### src/rtl/mem_pkg.sv
/*
 * shared types for the data memory
 * access size encoding, register and lane data, byte strobes
 * and the lane count of one storage row
 */

package mem_pkg;

    // lanes in one row, fixed by the 64-bit register width
    localparam int NUM_LANES = 8;

    // access size as decoded from the load/store funct3
    typedef enum logic [1:0] {
        WIDTH_BYTE   = 2'b00,
        WIDTH_HALF   = 2'b01,
        WIDTH_WORD   = 2'b10,
        WIDTH_DOUBLE = 2'b11
    } access_width_t;

    // one register value, also one full storage row
    typedef logic [63:0] data_t;

    // contents of a single byte lane
    typedef logic [7:0] byte_t;

    // one enable bit per byte lane
    typedef logic [NUM_LANES-1:0] strobe_t;

    // byte position inside a row, the low address bits
    typedef logic [2:0] lane_sel_t;

endpackage

### src/rtl/mem_lane_if.sv
/*
 * per-row request as seen by the byte banks and the load path
 * driven by the request steering
 */

interface mem_lane_if import mem_pkg::*; #(
    parameter int ROW_W = 10
) ();

    logic [ROW_W-1:0] row;
    data_t            lane_wdata;
    strobe_t          wstrb;
    logic             ren;
    lane_sel_t        offset;
    access_width_t    width;
    logic             is_unsigned;

    modport steer (
        output row, lane_wdata, wstrb, ren, offset, width, is_unsigned
    );

    // storage only needs the row, lane data and enables
    modport bank (
        input row, lane_wdata, wstrb, ren
    );

    // load path needs the attributes of the read
    modport extract (
        input ren, offset, width, is_unsigned
    );

endinterface

### src/rtl/load_extract.sv
/*
 * load side of the data memory
 * captures offset, size and signedness of each good read,
 * then selects and extends the addressed bytes of the row
 */

module load_extract import mem_pkg::*; (
    input  logic        clk,
    input  logic        rst,
    mem_lane_if.extract lane,
    input  data_t       row_data,
    output data_t       rdata
);

    lane_sel_t     offset_q;
    access_width_t width_q;
    logic          unsigned_q;
    logic          have_data;
    data_t         shifted;
    logic          sign;
    data_t         result;

    // attributes of the read that is now in the bank registers
    always_ff @(posedge clk) begin
        if (rst) begin
            offset_q   <= '0;
            width_q    <= WIDTH_DOUBLE;
            unsigned_q <= 1'b0;
            have_data  <= 1'b0;
        end else if (lane.ren) begin
            offset_q   <= lane.offset;
            width_q    <= lane.width;
            unsigned_q <= lane.is_unsigned;
            have_data  <= 1'b1;
        end
    end

    // addressed bytes down to lane 0
    assign shifted = row_data >> {offset_q, 3'b000};

    always_comb begin
        case (width_q)
            WIDTH_BYTE: begin
                sign   = shifted[7] & ~unsigned_q;
                result = {{56{sign}}, shifted[7:0]};
            end
            WIDTH_HALF: begin
                sign   = shifted[15] & ~unsigned_q;
                result = {{48{sign}}, shifted[15:0]};
            end
            WIDTH_WORD: begin
                sign   = shifted[31] & ~unsigned_q;
                result = {{32{sign}}, shifted[31:0]};
            end
            default: begin
                // ld needs no extension
                sign   = 1'b0;
                result = shifted;
            end
        endcase
    end

    // bank registers hold between reads, so the result holds too
    // zero until the first read after reset
    assign rdata = have_data ? result : '0;

endmodule

### src/flat_wrapper.sv
// flat-port wrapper written by rule: the top's interface ports become plain ports
module load_extract_flat import mem_pkg::*;
  (clk, rst, row_data, rdata, lane_ren, lane_offset, lane_width, lane_is_unsigned);
  mem_lane_if lane_i ();
  input  logic clk;
  input  logic rst;
  input  data_t row_data;
  output data_t rdata;
  input wire logic [$bits(lane_i.ren)-1:0] lane_ren;
  input wire logic [$bits(lane_i.offset)-1:0] lane_offset;
  input wire logic [$bits(lane_i.width)-1:0] lane_width;
  input wire logic [$bits(lane_i.is_unsigned)-1:0] lane_is_unsigned;
  assign lane_i.ren = lane_ren;
  assign lane_i.offset = lane_offset;
  assign lane_i.width = lane_width;
  assign lane_i.is_unsigned = lane_is_unsigned;
  load_extract u_core (.clk(clk), .rst(rst), .lane(lane_i), .row_data(row_data), .rdata(rdata));
endmodule
### config.mk
export PLATFORM = sky130hd
export DESIGN_NAME = load_extract_flat
export DESIGN_NICKNAME = d
export VERILOG_FILES = /design/src/rtl/mem_pkg.sv /design/src/rtl/mem_lane_if.sv /design/src/rtl/load_extract.sv /design/src/flat_wrapper.sv
export SDC_FILE = /design/constraint.sdc
export NUM_CORES = 1
export LEC_CHECK = 0
export ABC_AREA = 0
export BUFFER_PORTS_ARGS = -buffer_cell sky130_fd_sc_hd__clkbuf_2
export CELL_PAD_IN_SITES_DETAIL_PLACEMENT = 0
export CELL_PAD_IN_SITES_GLOBAL_PLACEMENT = 2
export CORE_MARGIN = 4
export CORE_UTILIZATION = 28
export CTS_CLUSTER_SIZE = 10
export DETAILED_ROUTE_END_ITERATION = 12
export PLACE_DENSITY = 0.86
export SETUP_SLACK_MARGIN = 0.4
export SLEW_MARGIN = 30
export SYNTH_ARGS = -nofsm -noshare
export SYNTH_HDL_FRONTEND = slang
export SYNTH_SLANG_ARGS = --single-unit
### constraint.sdc
create_clock -name clk -period 6.5 [get_ports clk]
set_clock_uncertainty 0.05 [all_clocks]
set_input_delay 1.3 -clock clk [delete_from_list [all_inputs] [get_ports clk]]
set_output_delay 1.3 -clock clk [all_outputs]
set_load 0.01 [all_outputs]
# --- Yosys cells after proc, flatten, opt, wreduce, memory -nomap -nowiden ---
# Index checks and enable logic that the tools add are counted.
classes:
  bitwise: 4
  muxes: 2
  n_shift: 1
  eq_ne: 2
  reduce_logical: 1
op_table:
  columns: ["op", "count"]
  rows:
  - ["$pmux W64 S3", 1]
  - ["$mux W64", 1]
  - ["$shr A64 B6 Y64", 1]
  - ["$and A1 B1 Y1", 3]
  - ["$eq A2 B1 Y1 const B", 1]
  - ["$eq A2 B2 Y1 const B", 1]
  - ["$logic_not A2 Y1", 1]
  - ["$not A1 Y1", 1]
word_totals:
  ff_bits: 7

# --- Longest topological paths before layout ---
# Gate-level depths: netlist (run 1).
depth:
  depth_word: 4
  depth_mapped: 9
  ltp_nobuf: 5

# --- Worst setup path after synthesis (run 1) ---
# OpenSTA, ideal clock, no wires.
synth_timing:
  path_type: "input -> output"
  startpoint: "input row_data[31]"
  endpoint: "output rdata[33]"
  n_path_buf: 1
  t_arrival_ps: 2731
  required_ps: 5150
  cell_stages: 6
  slack_ps: 2419
  path_cell_list: "mux2_1 -> mux4_2 -> and4_4 -> a211oi_4 -> buf_6 -> nor2_2"
synth_via:
  elab_chain_len: 4
  word_cells_on_any_way: 6
  cone_classes: "shift (1); mux (2); bitwise (3)"
synth_rtl:
  columns: ["element", "line", "text"]
  rows:
  - ["start, declared", "flat_wrapper.sv:7", "input data_t row_data;"]
  - ["$shr A64 B6 Y64 (*)", "load_extract.sv:39", "assign shifted = row_data >> {offset_q, 3'b000};"]
  - ["$and A1 B1 Y1 (on tied branches)", "load_extract.sv:52, load_extract.sv:44, load_extract.sv:48", null]
  - ["$pmux W64 S3 (*)", "load_extract.sv:42", "case (width_q)"]
  - ["$mux W64 (*)", "load_extract.sv:65", "assign rdata = have_data ? result : '0;"]
  - ["end, declared", "flat_wrapper.sv:8", "output data_t rdata;"]
# Mark *: on every way between the ends. The rest lies on a longest branch, timed or not.

# --- Worst setup path in the final report (run 1) ---
layout_timing:
  startpoint: "register u_core.offset_q[1]"
  endpoint: "output rdata[48]"
layout_via:
  elab_chain_len: 4
  word_cells_on_any_way: 6
  cone_classes: "shift (1); mux (2); bitwise (3)"
layout_rtl:
  columns: ["element", "line", "text"]
  rows:
  - ["start, declared", "load_extract.sv:15", "lane_sel_t offset_q;"]
  - ["start signal, assigned", "load_extract.sv:31", "offset_q <= lane.offset;"]
  - ["$shr A64 B6 Y64 (*)", "load_extract.sv:39", null]
  - ["$and A1 B1 Y1 (on tied branches)", "load_extract.sv:52, load_extract.sv:44, load_extract.sv:48", null]
  - ["$pmux W64 S3 (*)", "load_extract.sv:42", null]
  - ["$mux W64 (*)", "load_extract.sv:65", null]
# Marks and branches as above.

==> impl_metrics.toml, run 1 <==
[outcome]
outcome = "completed"

[clock_tree]
postCtsResizedCells = 0
insertion_delay_ps = 220
clk_root_buffer_cell = "clkbuf_8"
clkSinkCount = 7
htree_levels = 1
cts_buffer_depth = 2
path_clk_slew_ps = 40
cts_setup_buffers = 0
cts_hold_buffers = 0
cts_inserted_buffers = 3
cts_tree = "built"

[route]
drtPass1Iterations = 4
viasPerCell = 5.26
wl_um = 11600
drt_iter0_markers = 211
routedWlPerCell_um = 18.9
vias = 3211
drc_errors = 0
ant_nets = 0

[setup_path]
crit_fanout = 37
start_kind = "register"
crit_chain = "buf_4 > nor2b_1 > o2bb2ai_1 > o211a_1 > a211oi_4 > buf_12 > nor2_2 > clkbuf_2"
reg2reg_depth = 2
setup.worst_path.class = "reg -> out"
crit_slowest_cell = "dfxtp_2"
critPathArrivalTime_ps = 3680
endpoint_kind = "primary output"
required_ps = 5150
max_stage_delay_ps = 970
worst_r2r_startpoint = "u_core.offset_q[1]$_SDFFE_PP0P_"
r2r_slack_ps = 5140
r2r-end = "u_core.offset_q[1]$_SDFFE_PP0P_"

[logic_synthesis]
synth_top_flop_cell = "dfxtp_1"
synth_area_leaders = "mux2i_1, mux4_2, a21oi_1"
synth_area_um2 = 2890
yosys_register_bits = 7
synth_area_leader_cell = "mux2i_1"
synth_warnings = 0
synth-edff-count = 0
synth.distinct_cells = 44
synthCells = 374
synth_fp_nets = 447
postSynthAreaPerCell_um2 = 7.73
async_flop_share_pct = 0
synth_top_area_share_pct = 16.3
yosysSeqAreaShare_pct = 4.84

[worst_hold_path]
hold_path_end = "u_core.unsigned_q$_SDFFE_PP0P_"
min_path_cells = 2
hp-class = "reg -> reg"
hp-start = "u_core.unsigned_q$_SDFFE_PP0P_"

[placement]
dpl.hpwl_um = 8900
port_buffers = 136
routabilityCongestion = 0.898

[die]
die_area_um2 = 12000
coreArea_um2 = 9910
die_y_um = 110
ios = 137
start_util_pct = 29.2
die_x_um = 110
num_rows = 36

[sta]
rsz0062_at_grt = "no"
fmax_mhz = 199
setup_viol = 0
finalHoldViolCount = 0
relSlewSlack_pct = 34.1
layout_worst_path_cycle_share_pct = 77.4
final-max-slew-violation-count = 0
tightest_slew_ps = 988
setup_tns_ps = 0
period_minus_slack_ps = 5030

[global_routing]
antenna_found_initial = 0
grt_pass1_wl_um = 17600
grtUsageTotal_pct = 18.4
grt_pass1_vias = 3280
grt.overflow.total = 0
grt_max_degree = 51

[final_layout]
n_antenna_cell = 0
area_growth_pct = 25.6
layout-drive-gt1-share_pct = 45.2
final_nets = 552
fill_cells = 1108

[job]
cap_violations = 0

[power]
finalPower_mw = 0.446
power_density_nw_per_um2 = 123
p_leak_nw = 1.58
peakVddDrop_v = 0.0000469
[cell families after synthesis]
logic type	Yosys count	share of synthesized area [%]
muxes	80	36.9
buffers and inverters	48	8.17
and+or+nand+nor	123	21.9
DFF	7	4.84
AOI/OAI and AO/OA	116	28.2
[flip-flops by register name (all words and copies together) (netlist names)]
name               flops
u_core.have_data       1
u_core.offset_q        3
u_core.unsigned_q      1
u_core.width_q         2
[cell type report]
cell class	count	area [um^2]	area share [%]
multi-input cells	319	2520	69.3
repair buffers	141	731	20.1
well taps	133	166	4.58
flip-flops and latches	7	148	4.06
clock buffers	4	45.0	1.24
inverters	7	26.3	0.723
[cells in the final DEF, fill, tap and decap left out, types with 3 or more instances in the layout]
cell / synthesis / layout
a21oi_1: 35 / 35
buf_4: 3 / 4
nand3_1: 4 / 4
a21boi_0: 16 / 16
a21oi_2: 4 / 4
and2_1: 6 / 6
clkbuf_2: 0 / 136
dfxtp_2: 0 / 3
mux2_2: 10 / 10
clkbuf_8: 0 / 3
o2bb2ai_1: 8 / 8
o21ai_0: 5 / 5
mux4_2: 19 / 19
a211o_1: 3 / 3
mux2_4: 3 / 3
a2bb2oi_1: 5 / 5
o22ai_1: 10 / 10
mux2i_1: 47 / 47
nor2_1: 13 / 13
inv_1: 6 / 6
nor2_2: 27 / 27
o21a_1: 9 / 9
a32o_1: 3 / 3
nand2_1: 42 / 41
dfxtp_1: 7 / 3
nor2b_1: 18 / 18
a211oi_1: 7 / 7
nand2b_1: 8 / 8
o22a_1: 4 / 4
[Yosys cell counts (5+ instances only)]
master,count
o21ai_0,5
buf_2,12
and2_1,6
nand2_1,42
dfxtp_1,7
o22ai_1,10
nor2_1,13
o2bb2ai_1,8
a21oi_1,35
inv_1,6
mux2i_1,47
nor2_2,27
buf_1,6
o21a_1,9
a211oi_1,7
a21boi_0,16
clkbuf_1,16
a2bb2oi_1,5
mux2_2,10
nand2b_1,8
mux4_2,19
nor2b_1,18
[worst max-delay path, delay by kind of cell (launching register included)]
kind | cells | cell delay [ps]
DFF | 1 | 970
AOI/OAI and AO/OA | 3 | 1300
and+or+nand+nor | 2 | 300
buffers and inverters | 3 | 850
[metal layers]
metal / vias to the layer above / GRT usage [%] / share of wire (%)
li1: 1594 / - / -
met1: 1499 / 27.1 / 46
met2: 106 / 29.2 / 46
met3: 12 / 1.88 / 5.9
met4: 0 / 3.74 / 1.5
met5: - / 0 / 0
[how the worst max path moves through the flow]
stage                                         start   endpoint  slack [ps]  cells past startpoint
floorplan                              row_data[31]  rdata[33]        2420                      6
global placement                       row_data[31]  rdata[51]        1580                      8
detailed placement                     row_data[31]  rdata[48]        1540                      8
CTS                 u_core.offset_q[1]$_SDFFE_PP0P_  rdata[48]        1480                      8
global route        u_core.offset_q[1]$_SDFFE_PP0P_  rdata[48]        1260                      8
finish              u_core.offset_q[1]$_SDFFE_PP0P_  rdata[48]        1470                      8
[stage by stage]
step | utilization, % | hold WS [ps] | cell area (um^2) | std cells | worst slack [ps]
after floorplan | - | 472 | 2890 | 374 | 2420
after global placement | 36.2 | 508 | 3580 | 607 | 1580
after detailed placement | 36.2 | 516 | 3590 | 607 | 1540
after CTS | 36.7 | 530 | 3630 | 611 | 1480
after global routing | 36.7 | 561 | 3630 | 611 | 1260
final | 36.7 | 528 | 3630 | 611 | 1470
[report_power, final]
group | total, mW | internal (mW) | switching, mW | leakage, nW
Clock | 0.0602 | 0.0423 | 0.0178 | 0.0228
Combinational | 0.321 | 0.144 | 0.176 | 1.50
Sequential | 0.0650 | 0.0461 | 0.0189 | 0.0592
No activity file was read; power rests on OpenSTA's default activity.
==> inputs of run 2 (changes only) <==
--- a/config.mk
+++ b/config.mk
@@ -10,10 +10,10 @@
 export CELL_PAD_IN_SITES_DETAIL_PLACEMENT = 0
 export CELL_PAD_IN_SITES_GLOBAL_PLACEMENT = 2
 export CORE_MARGIN = 4
-export CORE_UTILIZATION = 28
+export CORE_UTILIZATION = 26
 export CTS_CLUSTER_SIZE = 10
 export DETAILED_ROUTE_END_ITERATION = 12
-export PLACE_DENSITY = 0.86
+export PLACE_DENSITY = 0.81
 export SETUP_SLACK_MARGIN = 0.4
 export SLEW_MARGIN = 30
 export SYNTH_ARGS = -nofsm -noshare
==> constraint.sdc (replaced) <==
create_clock -name clk -period 5.2 [get_ports clk]
set_clock_uncertainty 0.05 [all_clocks]
set_input_delay 1.04 -clock clk [delete_from_list [all_inputs] [get_ports clk]]
set_output_delay 1.04 -clock clk [all_outputs]
set_load 0.01 [all_outputs]
==> run 2 against run 1 <==
Against the previous run: die area up 7.1%; final cell count up 2.3%; utilization down 2.9 points; clock power up 27%; largest cell class unchanged.
==> impl_metrics.toml, run 2 (synthesis results as in run 1) <==
[clock_tree]
cts_setup_buffers = 0
postCtsResizedCells = 0
clk_root_buffer_cell = "clkbuf_8"
cts_hold_buffers = 0
htree_levels = 1
cts_tree = "built"
cts_inserted_buffers = 3
path_clk_slew_ps = 40
clkSinkCount = 7
insertion_delay_ps = 220
cts_buffer_depth = 2

[final_layout]
largest_reg_flops = 3
seqCellArea_um2 = 148
n_antenna_cell = 0
multi_input_area_um2 = 2520
final_nets = 559
final_common_cell = "clkbuf_2"
stdcell_count = 625
final_cell_mix = "clkbuf_2, mux2i_1, nand2_1, a21oi_1, nor2_2"
regMostFlops = "u_core.offset_q"
area_growth_pct = 27.2
top_regs = "u_core.offset_q (3), u_core.width_q (2)"
fill_cells = 1182
layout-drive-gt1-share_pct = 45.8
post-route-cell-area_um2 = 3680

[global_routing]
grt.overflow.total = 0
grt_pass1_vias = 3359
antenna_found_initial = 0
grt_max_degree = 54
grt_pass1_wl_um = 18300
grtUsageTotal_pct = 17.4

[power]
p_leak_nw = 1.61
power_density_nw_per_um2 = 152
p_comb_share_pct = 71.6
sw_frac_of_total_pct = 47.6
p_switching_mw = 0.266
clkPwrFrac_pct = 13.6
intPower_mw = 0.293
finalPower_mw = 0.559
seq_power_share_pct = 14.8
peakVddDrop_v = 0.0000773

[route]
vias = 3245
wl_um = 11500
met2_length_um = 5350
wl_met1_um = 5440
drtPass1Iterations = 4
topRoutingLayerUsed = "met4"
viasPerCell = 5.19
drc_errors = 0
wl_met3_um = 555
ant_nets = 0
routedWlPerCell_um = 18.4
drt_iter0_markers = 214

[die]
die_area_um2 = 12900
ios = 137
num_rows = 38
start_util_pct = 26.6
die_y_um = 113
die_x_um = 113
coreArea_um2 = 10900

[setup_path]
max_stage_delay_ps = 480
crit_fanout = 31
critPathArrivalTime_ps = 3000
required_ps = 4110
endpoint_kind = "primary output"
crit_top_cell = "clkbuf_2"
crit_slowest_cell = "mux4_2"
start_kind = "input port"
crit_chain = "clkbuf_2 > mux2_1 > mux4_2 > and4_4 > a211oi_4 > buf_4 > nor2_2 > clkbuf_2"
setup.worst_path.class = "in -> out"

[job]
cap_violations = 0

[sta]
relSlewSlack_pct = 51.8
finalHoldViolCount = 0
final-max-slew-violation-count = 0
setup_viol = 0
tightest_slew_ps = 723
rsz0062_at_grt = "no"
holdWs_ps = 522
setup_tns_ps = 0
period_minus_slack_ps = 4090
fmax_mhz = 245
layout_worst_path_cycle_share_pct = 78.6

[placement]
port_buffers = 136
routabilityCongestion = 0.877
dpl.hpwl_um = 9160
place_area_um2 = 3630
dp.cells = 621

[worst_hold_path]
hp-class = "reg -> reg"

[outcome]
outcome = "completed"
[run 2: cell types whose count changed in the layout (fill, tap and decap cells not counted)]
cell     before  now
buf_4         4   12
buf_12        1    0
nand2_1      41   42
nand2_2       1    0
[run 2: path summary, 6_finish.rpt]
| path | start | endpoint | slack, ps | depth (start not counted) |
|---|---|---|---|---|
| worst min-delay path | u_core.unsigned_q$_SDFFE_PP0P_ | u_core.unsigned_q$_SDFFE_PP0P_ | 520 | 2 |
| worst max register to register | u_core.offset_q[1]$_SDFFE_PP0P_ | u_core.offset_q[1]$_SDFFE_PP0P_ | 4030 | 2 |
| worst max-delay path | row_data[31] | rdata[57] | 1110 | 8 |
| worst min register to register | u_core.unsigned_q$_SDFFE_PP0P_ | u_core.unsigned_q$_SDFFE_PP0P_ | 520 | 2 |
[run 2: power groups by stage]
stage	clock (mW)	combinational, mW	sequential (mW)
floorplan	0	0.283	0.0596
global placement	0	0.399	0.0826
detailed placement	0	0.401	0.0834
CTS	0.0773	0.403	0.0826
global route	0.0818	0.442	0.0851
finish	0.0762	0.400	0.0827
[run 2: routing by layer]
metal | up-vias | global-route usage, %
li1 | 1603 | -
met1 | 1527 | 25.4
met2 | 105 | 28.3
met3 | 10 | 1.54
met4 | 0 | 3.21
met5 | - | 0
[run 2: final cells by class]
type / count / area share (%)
clock buffers: 4 / 1.22
inverters: 7 / 0.714
multi-input cells: 319 / 68.4
flip-flops and latches: 7 / 4.01
well taps: 140 / 4.76
repair buffers: 148 / 20.9
[run 2: critical path: cells and delay by family]
kind | cells | cell delay, ps
and+or+nand+nor | 2 | 290
buffers and inverters | 3 | 720
muxes | 2 | 780
AOI/OAI and AO/OA | 1 | 150
[run 2: stage by stage]
step	utilization [%]	worst slack [ps]
6_report	33.8	1110
5_1_grt	33.8	1020
4_1_cts	33.8	1100
3_5_place_dp	33.4	1100
3_3_place_gp	33.4	1130
2_1_floorplan	-	1640
