[config.mk]
export PLATFORM = sky130hd
export DESIGN_NAME = req_steer_flat
export DESIGN_NICKNAME = d
export VERILOG_FILES = /design/src/rtl/mem_pkg.sv /design/src/rtl/mem_lane_if.sv /design/src/rtl/req_steer.sv /design/src/flat_wrapper.sv
export SDC_FILE = /design/constraint.sdc
export NUM_CORES = 1
export LEC_CHECK = 0
export BUFFER_PORTS_ARGS = -buffer_cell sky130_fd_sc_hd__buf_2
export CORE_MARGIN = 1.5
export CORE_UTILIZATION = 43
export DETAILED_ROUTE_END_ITERATION = 16
export PLACE_DENSITY = 0.88
export SYNTH_ARGS = -nofsm -noshare
export SYNTH_HDL_FRONTEND = slang
export SYNTH_SLANG_ARGS = --single-unit
export TNS_END_PERCENT = 10
[constraint.sdc]
create_clock -name clk -period 4 [get_ports clk]
set_clock_uncertainty 0.1 [all_clocks]
set_input_delay 0.8 -clock clk [delete_from_list [all_inputs] [get_ports clk]]
set_output_delay 0.8 -clock clk [all_outputs]
set_load 0.02 [all_outputs]
[src/rtl/mem_pkg.sv]
/*
 * shared types for the data memory
 * access size encoding, register and lane data, byte strobes
 * and the lane count of one storage row
 */

package mem_pkg;

    // lanes in one row, fixed by the 64-bit register width
    localparam int NUM_LANES = 8;

    // access size as decoded from the load/store funct3
    typedef enum logic [1:0] {
        WIDTH_BYTE   = 2'b00,
        WIDTH_HALF   = 2'b01,
        WIDTH_WORD   = 2'b10,
        WIDTH_DOUBLE = 2'b11
    } access_width_t;

    // one register value, also one full storage row
    typedef logic [63:0] data_t;

    // contents of a single byte lane
    typedef logic [7:0] byte_t;

    // one enable bit per byte lane
    typedef logic [NUM_LANES-1:0] strobe_t;

    // byte position inside a row, the low address bits
    typedef logic [2:0] lane_sel_t;

endpackage

[src/rtl/mem_lane_if.sv]
/*
 * per-row request as seen by the byte banks and the load path
 * driven by the request steering
 */

interface mem_lane_if import mem_pkg::*; #(
    parameter int ROW_W = 10
) ();

    logic [ROW_W-1:0] row;
    data_t            lane_wdata;
    strobe_t          wstrb;
    logic             ren;
    lane_sel_t        offset;
    access_width_t    width;
    logic             is_unsigned;

    modport steer (
        output row, lane_wdata, wstrb, ren, offset, width, is_unsigned
    );

    // storage only needs the row, lane data and enables
    modport bank (
        input row, lane_wdata, wstrb, ren
    );

    // load path needs the attributes of the read
    modport extract (
        input ren, offset, width, is_unsigned
    );

endinterface

[src/rtl/req_steer.sv]
/*
 * request side of the data memory
 * window and alignment check, registered fault flag,
 * row index, lane-shifted store data and byte strobes
 */

module req_steer import mem_pkg::*; #(
    parameter int                ADDR_W    = 16,
    parameter logic [ADDR_W-1:0] BASE_ADDR = 16'h8000,
    parameter int                ROW_W     = 10
) (
    input  logic              clk,
    input  logic              rst,
    input  logic              ren,
    input  logic              wen,
    input  logic [ADDR_W-1:0] addr,
    input  access_width_t     width,
    input  logic              is_unsigned,
    input  data_t             wdata,
    output logic              fault,
    mem_lane_if.steer         lane
);

    // bytes covered by the window, one bit wider than the address
    localparam logic [ADDR_W:0] WINDOW_BYTES = (ADDR_W + 1)'(1) << (ROW_W + 3);

    logic [ADDR_W-1:0] offset_addr;
    lane_sel_t         lane_sel;
    logic              in_window;
    logic              misaligned;
    logic              bad;
    logic              good;
    strobe_t           base_strb;

    assign offset_addr = addr - BASE_ADDR;
    assign lane_sel    = offset_addr[2:0];

    // below base wraps around, so check both ends
    assign in_window = (addr >= BASE_ADDR) && ({1'b0, offset_addr} < WINDOW_BYTES);

    always_comb begin
        case (width)
            WIDTH_BYTE: begin
                misaligned = 1'b0;
                base_strb  = 8'h01;
            end
            WIDTH_HALF: begin
                misaligned = lane_sel[0];
                base_strb  = 8'h03;
            end
            WIDTH_WORD: begin
                misaligned = |lane_sel[1:0];
                base_strb  = 8'h0f;
            end
            default: begin
                misaligned = |lane_sel;
                base_strb  = 8'hff;
            end
        endcase
    end

    assign bad  = (ren | wen) & (misaligned | ~in_window);
    assign good = ~bad;

    // bad requests never reach the banks
    assign lane.row         = offset_addr[ROW_W+2:3];
    assign lane.lane_wdata  = wdata << {lane_sel, 3'b000};
    assign lane.wstrb       = (wen & good) ? strobe_t'(base_strb << lane_sel) : '0;
    assign lane.ren         = ren & good;
    assign lane.offset      = lane_sel;
    assign lane.width       = width;
    assign lane.is_unsigned = is_unsigned;

    always_ff @(posedge clk) begin
        if (rst) begin
            fault <= 1'b0;
        end else begin
            fault <= bad;
        end
    end

endmodule

[src/flat_wrapper.sv]
// flat-port wrapper written by rule: the top's interface ports become plain ports
module req_steer_flat import mem_pkg::*;
#(
    parameter int                ADDR_W    = 16,
    parameter logic [ADDR_W-1:0] BASE_ADDR = 16'h8000,
    parameter int                ROW_W     = 10
)
  (clk, rst, ren, wen, addr, width, is_unsigned, wdata, fault, lane_row, lane_lane_wdata, lane_wstrb, lane_ren, lane_offset, lane_width, lane_is_unsigned);
  mem_lane_if #(.ROW_W(ROW_W)) lane_i ();
  input  logic clk;
  input  logic rst;
  input  logic ren;
  input  logic wen;
  input  logic [ADDR_W-1:0] addr;
  input  access_width_t width;
  input  logic is_unsigned;
  input  data_t wdata;
  output logic fault;
  output wire logic [$bits(lane_i.row)-1:0] lane_row;
  output wire logic [$bits(lane_i.lane_wdata)-1:0] lane_lane_wdata;
  output wire logic [$bits(lane_i.wstrb)-1:0] lane_wstrb;
  output wire logic [$bits(lane_i.ren)-1:0] lane_ren;
  output wire logic [$bits(lane_i.offset)-1:0] lane_offset;
  output wire logic [$bits(lane_i.width)-1:0] lane_width;
  output wire logic [$bits(lane_i.is_unsigned)-1:0] lane_is_unsigned;
  assign lane_row = lane_i.row;
  assign lane_lane_wdata = lane_i.lane_wdata;
  assign lane_wstrb = lane_i.wstrb;
  assign lane_ren = lane_i.ren;
  assign lane_offset = lane_i.offset;
  assign lane_width = lane_i.width;
  assign lane_is_unsigned = lane_i.is_unsigned;
  req_steer #(.ADDR_W(ADDR_W), .BASE_ADDR(BASE_ADDR), .ROW_W(ROW_W)) u_core (.clk(clk), .rst(rst), .ren(ren), .wen(wen), .addr(addr), .width(width), .is_unsigned(is_unsigned), .wdata(wdata), .fault(fault), .lane(lane_i));
endmodule
# Yosys cells after proc, flatten, opt, wreduce, memory -nomap -nowiden
# Index checks and enable logic that the tools add are counted.
# totals
regBits,1
in_bits,87
word_cells,22
# classes
addsub,1
order_cmp,2
eq_ne,2
shift,2
n_mux,3
n_bitwise,7
n_reduce_logical,4
# ops
op,n
<< shifter 64 x 6 -> 64 bit,1
case mux 8 bit (3 select lines),1
>= comparator 16 bit (second input constant),1
< comparator 16 x 14 -> 1 bit (second input constant),1
subtractor 16 bit (second input constant),1
two-way mux 8 bit,1
<< shifter 8 x 3 -> 8 bit,1
bitwise AND 1 bit,3
case mux 1 bit (3 select lines),1
OR reduction 3 bit,1
== test 2 x 1 -> 1 bit (second input constant),1
== test 2 bit (second input constant),1
zero test 2 bit,1
NOT 1 bit,2
bitwise OR 1 bit,2
OR reduction 2 bit,1
logical AND 1 bit,1

# Depth between registers and ports, before layout
# Gate-level depths: netlist of the first run.
# logic_depth
ltp_word,9
depth_mapped,6

# Worst setup path after synthesis of the first run
# Ideal clock, no wire load.
# synth_timing
kind,input -> output
start,input port addr[0]
end,output port lane_wstrb[5]
arrival_ns,2.084
t_required_ns,3.100
path_slack_ns,1.016
stages,4
path_buffers,2
cell_sequence,buf_2 -> buf_4 -> or3_1 -> a311oi_1
# synth_via
elab_chain_cells,9
# synth_rtl
item,line,source
from (decl),flat_wrapper.sv:14,input logic [ADDR_W-1:0] addr;
subtractor 16 bit,req_steer.sv:35,assign offset_addr = addr - BASE_ADDR;
< comparator 16 x 14 -> 1 bit,req_steer.sv:39,"assign in_window = (addr >= BASE_ADDR) && ({1'b0, offset_addr} < WINDOW_BYTES);"
logical AND 1 bit,req_steer.sv:39,
NOT 1 bit,req_steer.sv:62,assign bad = (ren | wen) & (misaligned | ~in_window);
bitwise OR 1 bit,req_steer.sv:62,
bitwise AND 1 bit,req_steer.sv:62,
NOT 1 bit,req_steer.sv:63,assign good = ~bad;
bitwise AND 1 bit,req_steer.sv:68,assign lane.wstrb = (wen & good) ? strobe_t'(base_strb << lane_sel) : '0;
two-way mux 8 bit (*),req_steer.sv:68,
to (decl),flat_wrapper.sv:21,output wire logic [$bits(lane_i.wstrb)-1:0] lane_wstrb;
# Every way passes the cells marked *; elsewhere a longest branch is shown, timed or not.

# Worst setup path after layout of the first run
# layout_timing
start,input port addr[0]
end,output port lane_lane_wdata[57]
# layout_via
elab_chain_cells,2
# layout_rtl
item,line,source
subtractor 16 bit,req_steer.sv:35,
<< shifter 64 x 6 -> 64 bit,req_steer.sv:67,"assign lane.lane_wdata = wdata << {lane_sel, 3'b000};"
to (decl),flat_wrapper.sv:20,output wire logic [$bits(lane_i.lane_wdata)-1:0] lane_lane_wdata;
# Every way passes these cells.

==> results.sh, run 1 <==
export IMPL_status="completed"
export IMPL_largestRegisters="u_core.fault: 1 flops"
export IMPL_hold_violations=0
export IMPL_grt_pass1_vias=2575
export IMPL_grt_max_degree=50
export IMPL_relSlewSlack=0.5501
export IMPL_drt_iter0_markers=162
export IMPL_layout_setup_ws_ps=547.0
export IMPL_grt_total_usage=0.2686
export IMPL_p_int_uw=169.7
export IMPL_synth_cell_area_um2=2113
export IMPL_io_pins=177
export IMPL_power_density_nw_per_um2=148.3
export IMPL_n_fill_cell=447
export IMPL_place_congestion=0.8570
export IMPL_finalNetCount=488
export IMPL_crit_required_ps=3100
export IMPL_synth_area_top_cells="mux2i_1 26%, buf_4 8.2%, mux2_2 6.9%"
export IMPL_finalCritPeriodShare=0.8633
export IMPL_cp_end_kind="output pin"
export IMPL_critPathArrivalTime_ps=2550
export IMPL_post_cts_buffers=0
export IMPL_antenna_found_initial=0
export IMPL_start_kind="input port"
export IMPL_num_vias=2714
export IMPL_async_flop_share=0
export IMPL_clock_power_share=0
export IMPL_combPwrFrac=0.973
export IMPL_detail_route_vias_per_cell=5.824
export IMPL_p_sw_uw=236.4
export IMPL_setup_violations=0
export IMPL_critPathMaxFanout=49
export IMPL_hold_class="input port to flip-flop"
export IMPL_stdcell_count=466
export IMPL_overflow=0
export IMPL_worst_pin_slew_ps=671.1
export IMPL_holdWs_ps=878.2
export IMPL_core_area_um2=4723
export IMPL_avgSynthCellArea_um2=7.494
export IMPL_cap_viol_max_count=0
export IMPL_synth_area_leader_cell="mux2i_1"
export IMPL_rows=25
export IMPL_clock_fmax_mhz=289.6
export IMPL_diodes=0
export IMPL_largest_reg_flops=1
export IMPL_cts_hold_buf=0
export IMPL_die_w_um=73.11
export IMPL_wl_per_cell_um=16.66
export IMPL_rsz0062_at_grt="no"
export IMPL_crit_end="lane_lane_wdata[57]"
export IMPL_initial_utilization=0.4474
export IMPL_fin_tns_setup_ps=0
export IMPL_final_area_um2=2738
export IMPL_vdd_ir_drop_max_uv=84.07
export IMPL_synth_fp_nets=369
export IMPL_maxSlewViolCount=0
export IMPL_largest_register="u_core.fault"
export IMPL_area_growth_pct=29.54
export IMPL_ant_nets=0
export IMPL_power_share_sequential=0.027
export IMPL_grt_pass1_wl_mm=11.67
export IMPL_worst_setup_path_type="input port to output pin"
export IMPL_synth_warnings=0
export IMPL_dp_cells=466
export IMPL_die_height_um=73.11
export IMPL_seq_area_frac_synth=0.009473
export IMPL_drtPass1Iterations=5
export IMPL_synth_edf_count=0
export IMPL_period_minus_slack_ps=3453
export IMPL_preCtsSetupSlack_ps=566.1
export IMPL_ys_flop_type="dfxtp_1"
export IMPL_clk_pin_slew_ps=0
export IMPL_synth_cell_types=45
export IMPL_sw_frac_of_total=0.5822
export IMPL_placed_area_um2=2738
export IMPL_yosys_register_bits=1
export IMPL_numPortBuffers=154
export IMPL_power_leakage_nw=1.469
export IMPL_synth_top_area_frac=0.2558
export IMPL_drt_total_wl_mm=7.765
export IMPL_drc=0
export IMPL_crit_start="addr[0]"
export IMPL_syn_instance_count=282
export IMPL_hpwlAfterDp_mm=5.948
export IMPL_drive_gt1_frac=0.4812
export IMPL_die_area_um2=5344
export IMPL_cts_resized=0
[metal layers]
layer / global-route usage / vias to the layer above / routed length [um]
li1: - / 1289 / -
met1: 0.3386 / 1272 / 3285
met2: 0.4818 / 141 / 3834
met3: 0.02210 / 12 / 527
met4: 0.07757 / 0 / 117
met5: 0 / - / 0
[cells by family (layout without fill, tap and decap cells)]
family / Yosys count / in the layout / share of synthesized area
multiplexers: 72 / 72 / 0.3606
buffers and inverters: 48 / 165 / 0.1439
XOR/XNOR: 3 / 3 / 0.01244
AND/OR/NAND/NOR: 83 / 83 / 0.1948
flip-flops: 1 / 1 / 0.009473
AO/OA/AOI/OAI: 75 / 75 / 0.2789
[cell usage after synthesis (all sizes together), types with 6 or more instances]
cell / n
mux2i: 54
buf: 39
nor2: 36
mux2: 18
o21ai: 18
nor3: 13
and2: 10
o22ai: 10
a221o: 8
a22oi: 8
o22a: 8
a222oi: 7
nand2: 7
clkbuf: 6
[critical path, cell delays in order]
cell,delay (ps)
buf_4,480
buf_4,380
mux2i_1,290
o22ai_1,100
a221o_1,290
buf_2,160
[worst min-delay path by stage]
stage	slack, ps	cells after the start	to	from
floorplan	780	1	u_core.fault	rst
global placement	880	2	u_core.fault	rst
detailed placement	880	2	u_core.fault	rst
CTS	880	2	u_core.fault	rst
global route	890	2	u_core.fault	rst
finish	880	2	u_core.fault	rst
[area by class of cell]
type                    instances  area (um^2)  area share
well taps                      67        83.83     0.03062
flip-flops and latches          1        20.02    0.007313
repair buffers                162        833.3      0.3044
multi-input cells             233         1789      0.6536
inverters                       3        11.26    0.004113
[through the flow]
stage	utilization	total power [mW]
after floorplan	-	0.2913
after global placement	0.5796	0.3977
after detailed placement	0.5796	0.4027
after CTS	0.5796	0.4037
after global routing	0.5796	0.4344
final	0.5796	0.4061
[power groups by stage]
stage / combinational (mW) / sequential (mW) / clock, mW
after detailed placement: 0.392 / 0.0111 / 0
after global routing: 0.423 / 0.0111 / 0
after global placement: 0.387 / 0.0111 / 0
after floorplan: 0.279 / 0.0121 / 0
after CTS: 0.393 / 0.0111 / 0
final: 0.395 / 0.0110 / 0
[layout by cell type, fill, tap and decap left out, types with 2 or more instances in the layout]
cell type  synthesis  layout
nor3b_1            2       2
o22a_1             8       8
a221o_1            8       8
mux2_4             5       5
nand2b_1           3       3
o21ai_0           18      18
or2_2              2       2
buf_4             23       9
nor2b_1            4       4
mux2i_1           54      54
xor2_1             2       2
inv_1              2       2
nand2_1            7       7
buf_2             12     153
a22oi_2            5       5
o22ai_1           10      10
nor3_1            12      12
and2_1            10      10
a22oi_1            3       3
a222oi_1           7       7
nor2_1            35      35
a21oi_1            4       4
a2bb2oi_1          5       5
mux2_2            13      13
No activity file was read; power rests on OpenSTA's default activity.
==> run 2, diff against run 1 <==
--- a/config.mk
+++ b/config.mk
@@ -9,4 +9,5 @@
 export CORE_MARGIN = 1.5
 export CORE_UTILIZATION = 43
+export CTS_CLUSTER_SIZE = 30
 export DETAILED_ROUTE_END_ITERATION = 16
 export PLACE_DENSITY = 0.88
==> constraint.sdc (replaced) <==
create_clock -name clk -period 4 [get_ports clk]
set_clock_uncertainty 0.1 [all_clocks]
set_input_delay 0.2 -clock clk [delete_from_list [all_inputs] [get_ports clk]]
set_output_delay 0.2 -clock clk [all_outputs]
set_load 0.02 [all_outputs]
==> run 2 against run 1 <==
Sequential power about the same; final cell count decreased by 1.5%; maximum frequency grew 33%; highest routed layer unchanged; largest power group unchanged.
==> results.sh, run 2 (same netlist as run 1, synthesis figures left out) <==
export IMPL_combPwrFrac=0.973
export IMPL_sw_frac_of_total=0.5886
export IMPL_grt_max_degree=43
export IMPL_status="completed"
export IMPL_fin_tns_setup_ps=0
export IMPL_grt_pass1_wl_mm=11.63
export IMPL_hpwlAfterDp_mm=5.762
export IMPL_drc=0
export IMPL_grt_total_usage=0.2697
export IMPL_cap_viol_max_count=0
export IMPL_largest_register="u_core.fault"
export IMPL_ant_nets=0
export IMPL_preCtsSetupSlack_ps=1436
export IMPL_largest_reg_flops=1
export IMPL_post_cts_buffers=0
export IMPL_worst_pin_slew_ps=977.4
export IMPL_crit_required_ps=3700
export IMPL_clock_power_share=0
export IMPL_dp_cells=459
export IMPL_final_common_cell="buf_2"
export IMPL_finalCritPeriodShare=0.6503
export IMPL_die_area_um2=5344
export IMPL_n_fill_cell=451
export IMPL_p_int_uw=165.2
export IMPL_drt_iter0_markers=233
export IMPL_final_cell_mix="153 x buf_2, 54 x mux2i_1, 35 x nor2_1"
export IMPL_area_growth_pct=27.06
export IMPL_cp_end_kind="output pin"
export IMPL_cts_resized=0
export IMPL_die_height_um=73.11
export IMPL_detail_route_vias_per_cell=5.967
export IMPL_clock_fmax_mhz=384.4
export IMPL_hold_violations=0
export IMPL_core_area_um2=4723
export IMPL_critPathMaxFanout=42
export IMPL_vdd_ir_drop_max_uv=97.60
export IMPL_rows=25
export IMPL_power_share_sequential=0.027
export IMPL_drive_gt1_frac=0.4719
export IMPL_finalPower_uw=401.6
export IMPL_holdCritStartpoint="rst"
export IMPL_io_pins=177
export IMPL_rsz0062_at_grt="no"
export IMPL_numPortBuffers=154
export IMPL_power_leakage_nw=1.434
export IMPL_diodes=0
export IMPL_drt_total_wl_mm=7.841
export IMPL_largestRegisters="u_core.fault: 1 flops"
export IMPL_antenna_found_initial=0
export IMPL_critPathArrivalTime_ps=2300
export IMPL_hold_path_depth=2
export IMPL_stdcell_count=459
export IMPL_p_sw_uw=236.4
export IMPL_power_density_nw_per_um2=149.6
export IMPL_crit_start="addr[2]"
export IMPL_initial_utilization=0.4474
export IMPL_hold_class="input port to flip-flop"
export IMPL_place_congestion=0.8930
export IMPL_wl_per_cell_um=17.08
export IMPL_layout_setup_ws_ps=1399
export IMPL_clk_pin_slew_ps=0
export IMPL_grt_pass1_vias=2401
export IMPL_period_minus_slack_ps=2601
export IMPL_worst_setup_path_type="input port to output pin"
export IMPL_min_to="u_core.fault"
export IMPL_final_core_util=0.5685
export IMPL_setup_violations=0
export IMPL_die_w_um=73.11
export IMPL_overflow=0
export IMPL_relSlewSlack=0.3484
export IMPL_start_kind="input port"
export IMPL_drtPass1Iterations=5
export IMPL_finalNetCount=481
export IMPL_num_vias=2739
export IMPL_cts_hold_buf=0
export IMPL_maxSlewViolCount=0
-- run 2: worst max path at each step --
stage,slack (ps),end,depth (start not counted)
finish,1400,lane_lane_wdata[63],5
detailed placement,1440,lane_lane_wdata[51],5
global route,1270,lane_lane_wdata[51],5
global placement,1450,lane_lane_wdata[60],5
floorplan,2220,lane_wstrb[5],4
CTS,1420,lane_lane_wdata[51],5
-- run 2: per-stage QoR --
stage	hold slack, ps	area, um^2
floorplan	178.5	2113
global placement	278.1	2685
detailed placement	283.9	2685
CTS	285.0	2685
global route	290.9	2685
finish	279.3	2685
-- run 2: final cells by class --
type                            count  area (um^2)  area share
Multi-Input combinational cell    233         1789      0.6664
Tap cell                           67        83.83     0.03122
Sequential cell                     1        20.02    0.007456
Inverter                            3        11.26    0.004194
Timing Repair Buffer              155        780.7      0.2908
-- run 2: critical path, stage by stage --
cell and delay, ps:
buf_2 560, nand2b_1 850, o22ai_1 220, a221o_1 290, buf_2 160
-- run 2: power groups by stage --
stage | logic (mW) | registers, mW | clock network, mW
after floorplan | 0.279 | 0.0121 | 0
after global placement | 0.380 | 0.0111 | 0
after detailed placement | 0.386 | 0.0111 | 0
after CTS | 0.387 | 0.0111 | 0
after global routing | 0.417 | 0.0112 | 0
final | 0.391 | 0.0110 | 0
-- run 2: routing by layer --
layer	part of all wire	global-route usage	vias up
met1	0.41	0.3517	1263
met5	0	0	-
met3	0.078	0.01796	16
met4	0.017	0.04612	0
li1	-	-	1286
met2	0.49	0.4879	174
==> run 3, diff against run 2 <==
CORE_UTILIZATION = 36   (was 43)
PLACE_DENSITY = 0.79   (was 0.88)
clock period = 2.2 ns   (was 4 ns; I/O delays follow)
==> run 3 against run 2 <==
Cell area rose by 6.4%; routed wire length rose by 7.6%; sequential cell count did not move; first-iteration DRC count rose by 20%; final cell count rose by 4.8%; core utilization fell by 5.6 points; setup slack got worse by 1200 ps; die area rose by 19%.
==> results.sh, run 3 (same netlist as run 1, synthesis figures left out) <==
export IMPL_hold_class="input port to output pin"
export IMPL_final_common_cell="buf_2"
export IMPL_holdWs_ps=120.0
export IMPL_drtPass1Iterations=5
export IMPL_power_share_sequential=0.026
export IMPL_p_int_uw=327.0
export IMPL_relSlewSlack=0.4502
export IMPL_status="completed"
export IMPL_die_area_um2=6339
export IMPL_start_kind="input port"
export IMPL_num_vias=2830
export IMPL_p_sw_uw=440.7
export IMPL_maxSlewViolCount=0
export IMPL_power_leakage_nw=1.531
export IMPL_seq_area_um2=20.02
export IMPL_place_congestion=0.8536
export IMPL_overflow=0
export IMPL_fin_tns_setup_ps=0
export IMPL_rows=27
export IMPL_drive_gt1_frac=0.4939
export IMPL_numPortBuffers=154
export IMPL_clock_fmax_mhz=510.2
export IMPL_hold_violations=0
export IMPL_largestRegisters="u_core.fault: 1 flops"
export IMPL_drc=0
export IMPL_cts_hold_buf=0
export IMPL_critPathMaxFanout=23
export IMPL_n_fill_cell=560
export IMPL_wl_per_cell_um=17.54
export IMPL_cp_end_kind="output pin"
export IMPL_grt_total_usage=0.2493
export IMPL_ant_nets=0
export IMPL_period_minus_slack_ps=1960
export IMPL_core_area_um2=5574
export IMPL_final_core_util=0.5125
export IMPL_area_growth_pct=35.17
export IMPL_post_cts_buffers=0
export IMPL_max_stage_delay_ps=740
export IMPL_largest_register="u_core.fault"
export IMPL_multiInputGateArea_um2=1789
export IMPL_finalCritPeriodShare=0.8910
export IMPL_drt_iter0_markers=280
export IMPL_sw_frac_of_total=0.5741
export IMPL_crit_chain="buf_2 -> nor2b_1 -> a222oi_1 -> buf_2"
export IMPL_diodes=0
export IMPL_critPathArrivalTime_ps=1750
export IMPL_finalNetCount=498
export IMPL_rsz0062_at_grt="no"
export IMPL_io_pins=177
export IMPL_final_cell_mix="153 x buf_2, 54 x mux2i_1, 35 x nor2_1"
export IMPL_crit_required_ps=1990
export IMPL_grt_pass1_wl_mm=12.68
export IMPL_cts_resized=0
export IMPL_antenna_found_initial=0
export IMPL_drt_total_wl_mm=8.436
export IMPL_setup_violations=0
export IMPL_detail_route_vias_per_cell=5.884
export IMPL_layout_setup_ws_ps=239.8
export IMPL_grt_pass1_vias=2528
export IMPL_initial_utilization=0.3791
export IMPL_die_w_um=79.62
export IMPL_die_height_um=79.62
export IMPL_clock_power_share=0
export IMPL_combPwrFrac=0.974
export IMPL_preCtsSetupSlack_ps=268.0
export IMPL_crit_slowest_cell="nor2b_1"
export IMPL_cap_viol_max_count=0
export IMPL_finalPower_uw=767.7
export IMPL_worst_setup_path_type="input port to output pin"
export IMPL_crit_top_cell="buf_2"
export IMPL_hpwlAfterDp_mm=6.484
export IMPL_largest_reg_flops=1
export IMPL_vdd_ir_drop_max_uv=145.9
export IMPL_worst_pin_slew_ps=822.9
export IMPL_power_density_nw_per_um2=268.8
export IMPL_grt_max_degree=36
-- run 3: changes by cell type in the layout (fill, tap and decap cells not counted), sizes merged --
cell	before	now
buf	155	172
-- run 3: critical path, delay by kind of cell --
family / cells / cell delay [ps]
AND/OR/NAND/NOR: 1 / 740
buffers and inverters: 2 / 660
AO/OA/AOI/OAI: 1 / 230
-- run 3: layer usage --
layer	global-route usage	share of wire	vias up
met4	0.05789	0.025	0
li1	-	-	1315
met1	0.3304	0.43	1310
met3	0.01714	0.075	28
met2	0.4356	0.47	177
met5	0	0	-
-- run 3: power by group through the flow --
stage | Clock (mW) | Combinational [mW] | Sequential (mW)
finish | 0 | 0.747 | 0.0203
global route | 0 | 0.801 | 0.0205
floorplan | 0 | 0.508 | 0.0219
global placement | 0 | 0.730 | 0.0201
detailed placement | 0 | 0.740 | 0.0203
CTS | 0 | 0.743 | 0.0203
-- run 3: worst paths after layout --
kind	start	end	slack, ps	cells after the start
worst min-delay path	addr[4]	lane_row[1]	120	0
worst max-delay path	addr[1]	lane_lane_wdata[53]	240	4
-- run 3: final cells by class --
class,count,share of cell area
Inverter,3,0.003942
Multi-Input combinational cell,233,0.6264
Sequential cell,1,0.007008
Tap cell,72,0.03154
Timing Repair Buffer,172,0.3311
-- run 3: per-stage QoR --
stage	cell area [um^2]	instances
floorplan	2113	282
global placement	2856	481
detailed placement	2856	481
CTS	2856	481
global route	2856	481
finish	2856	481
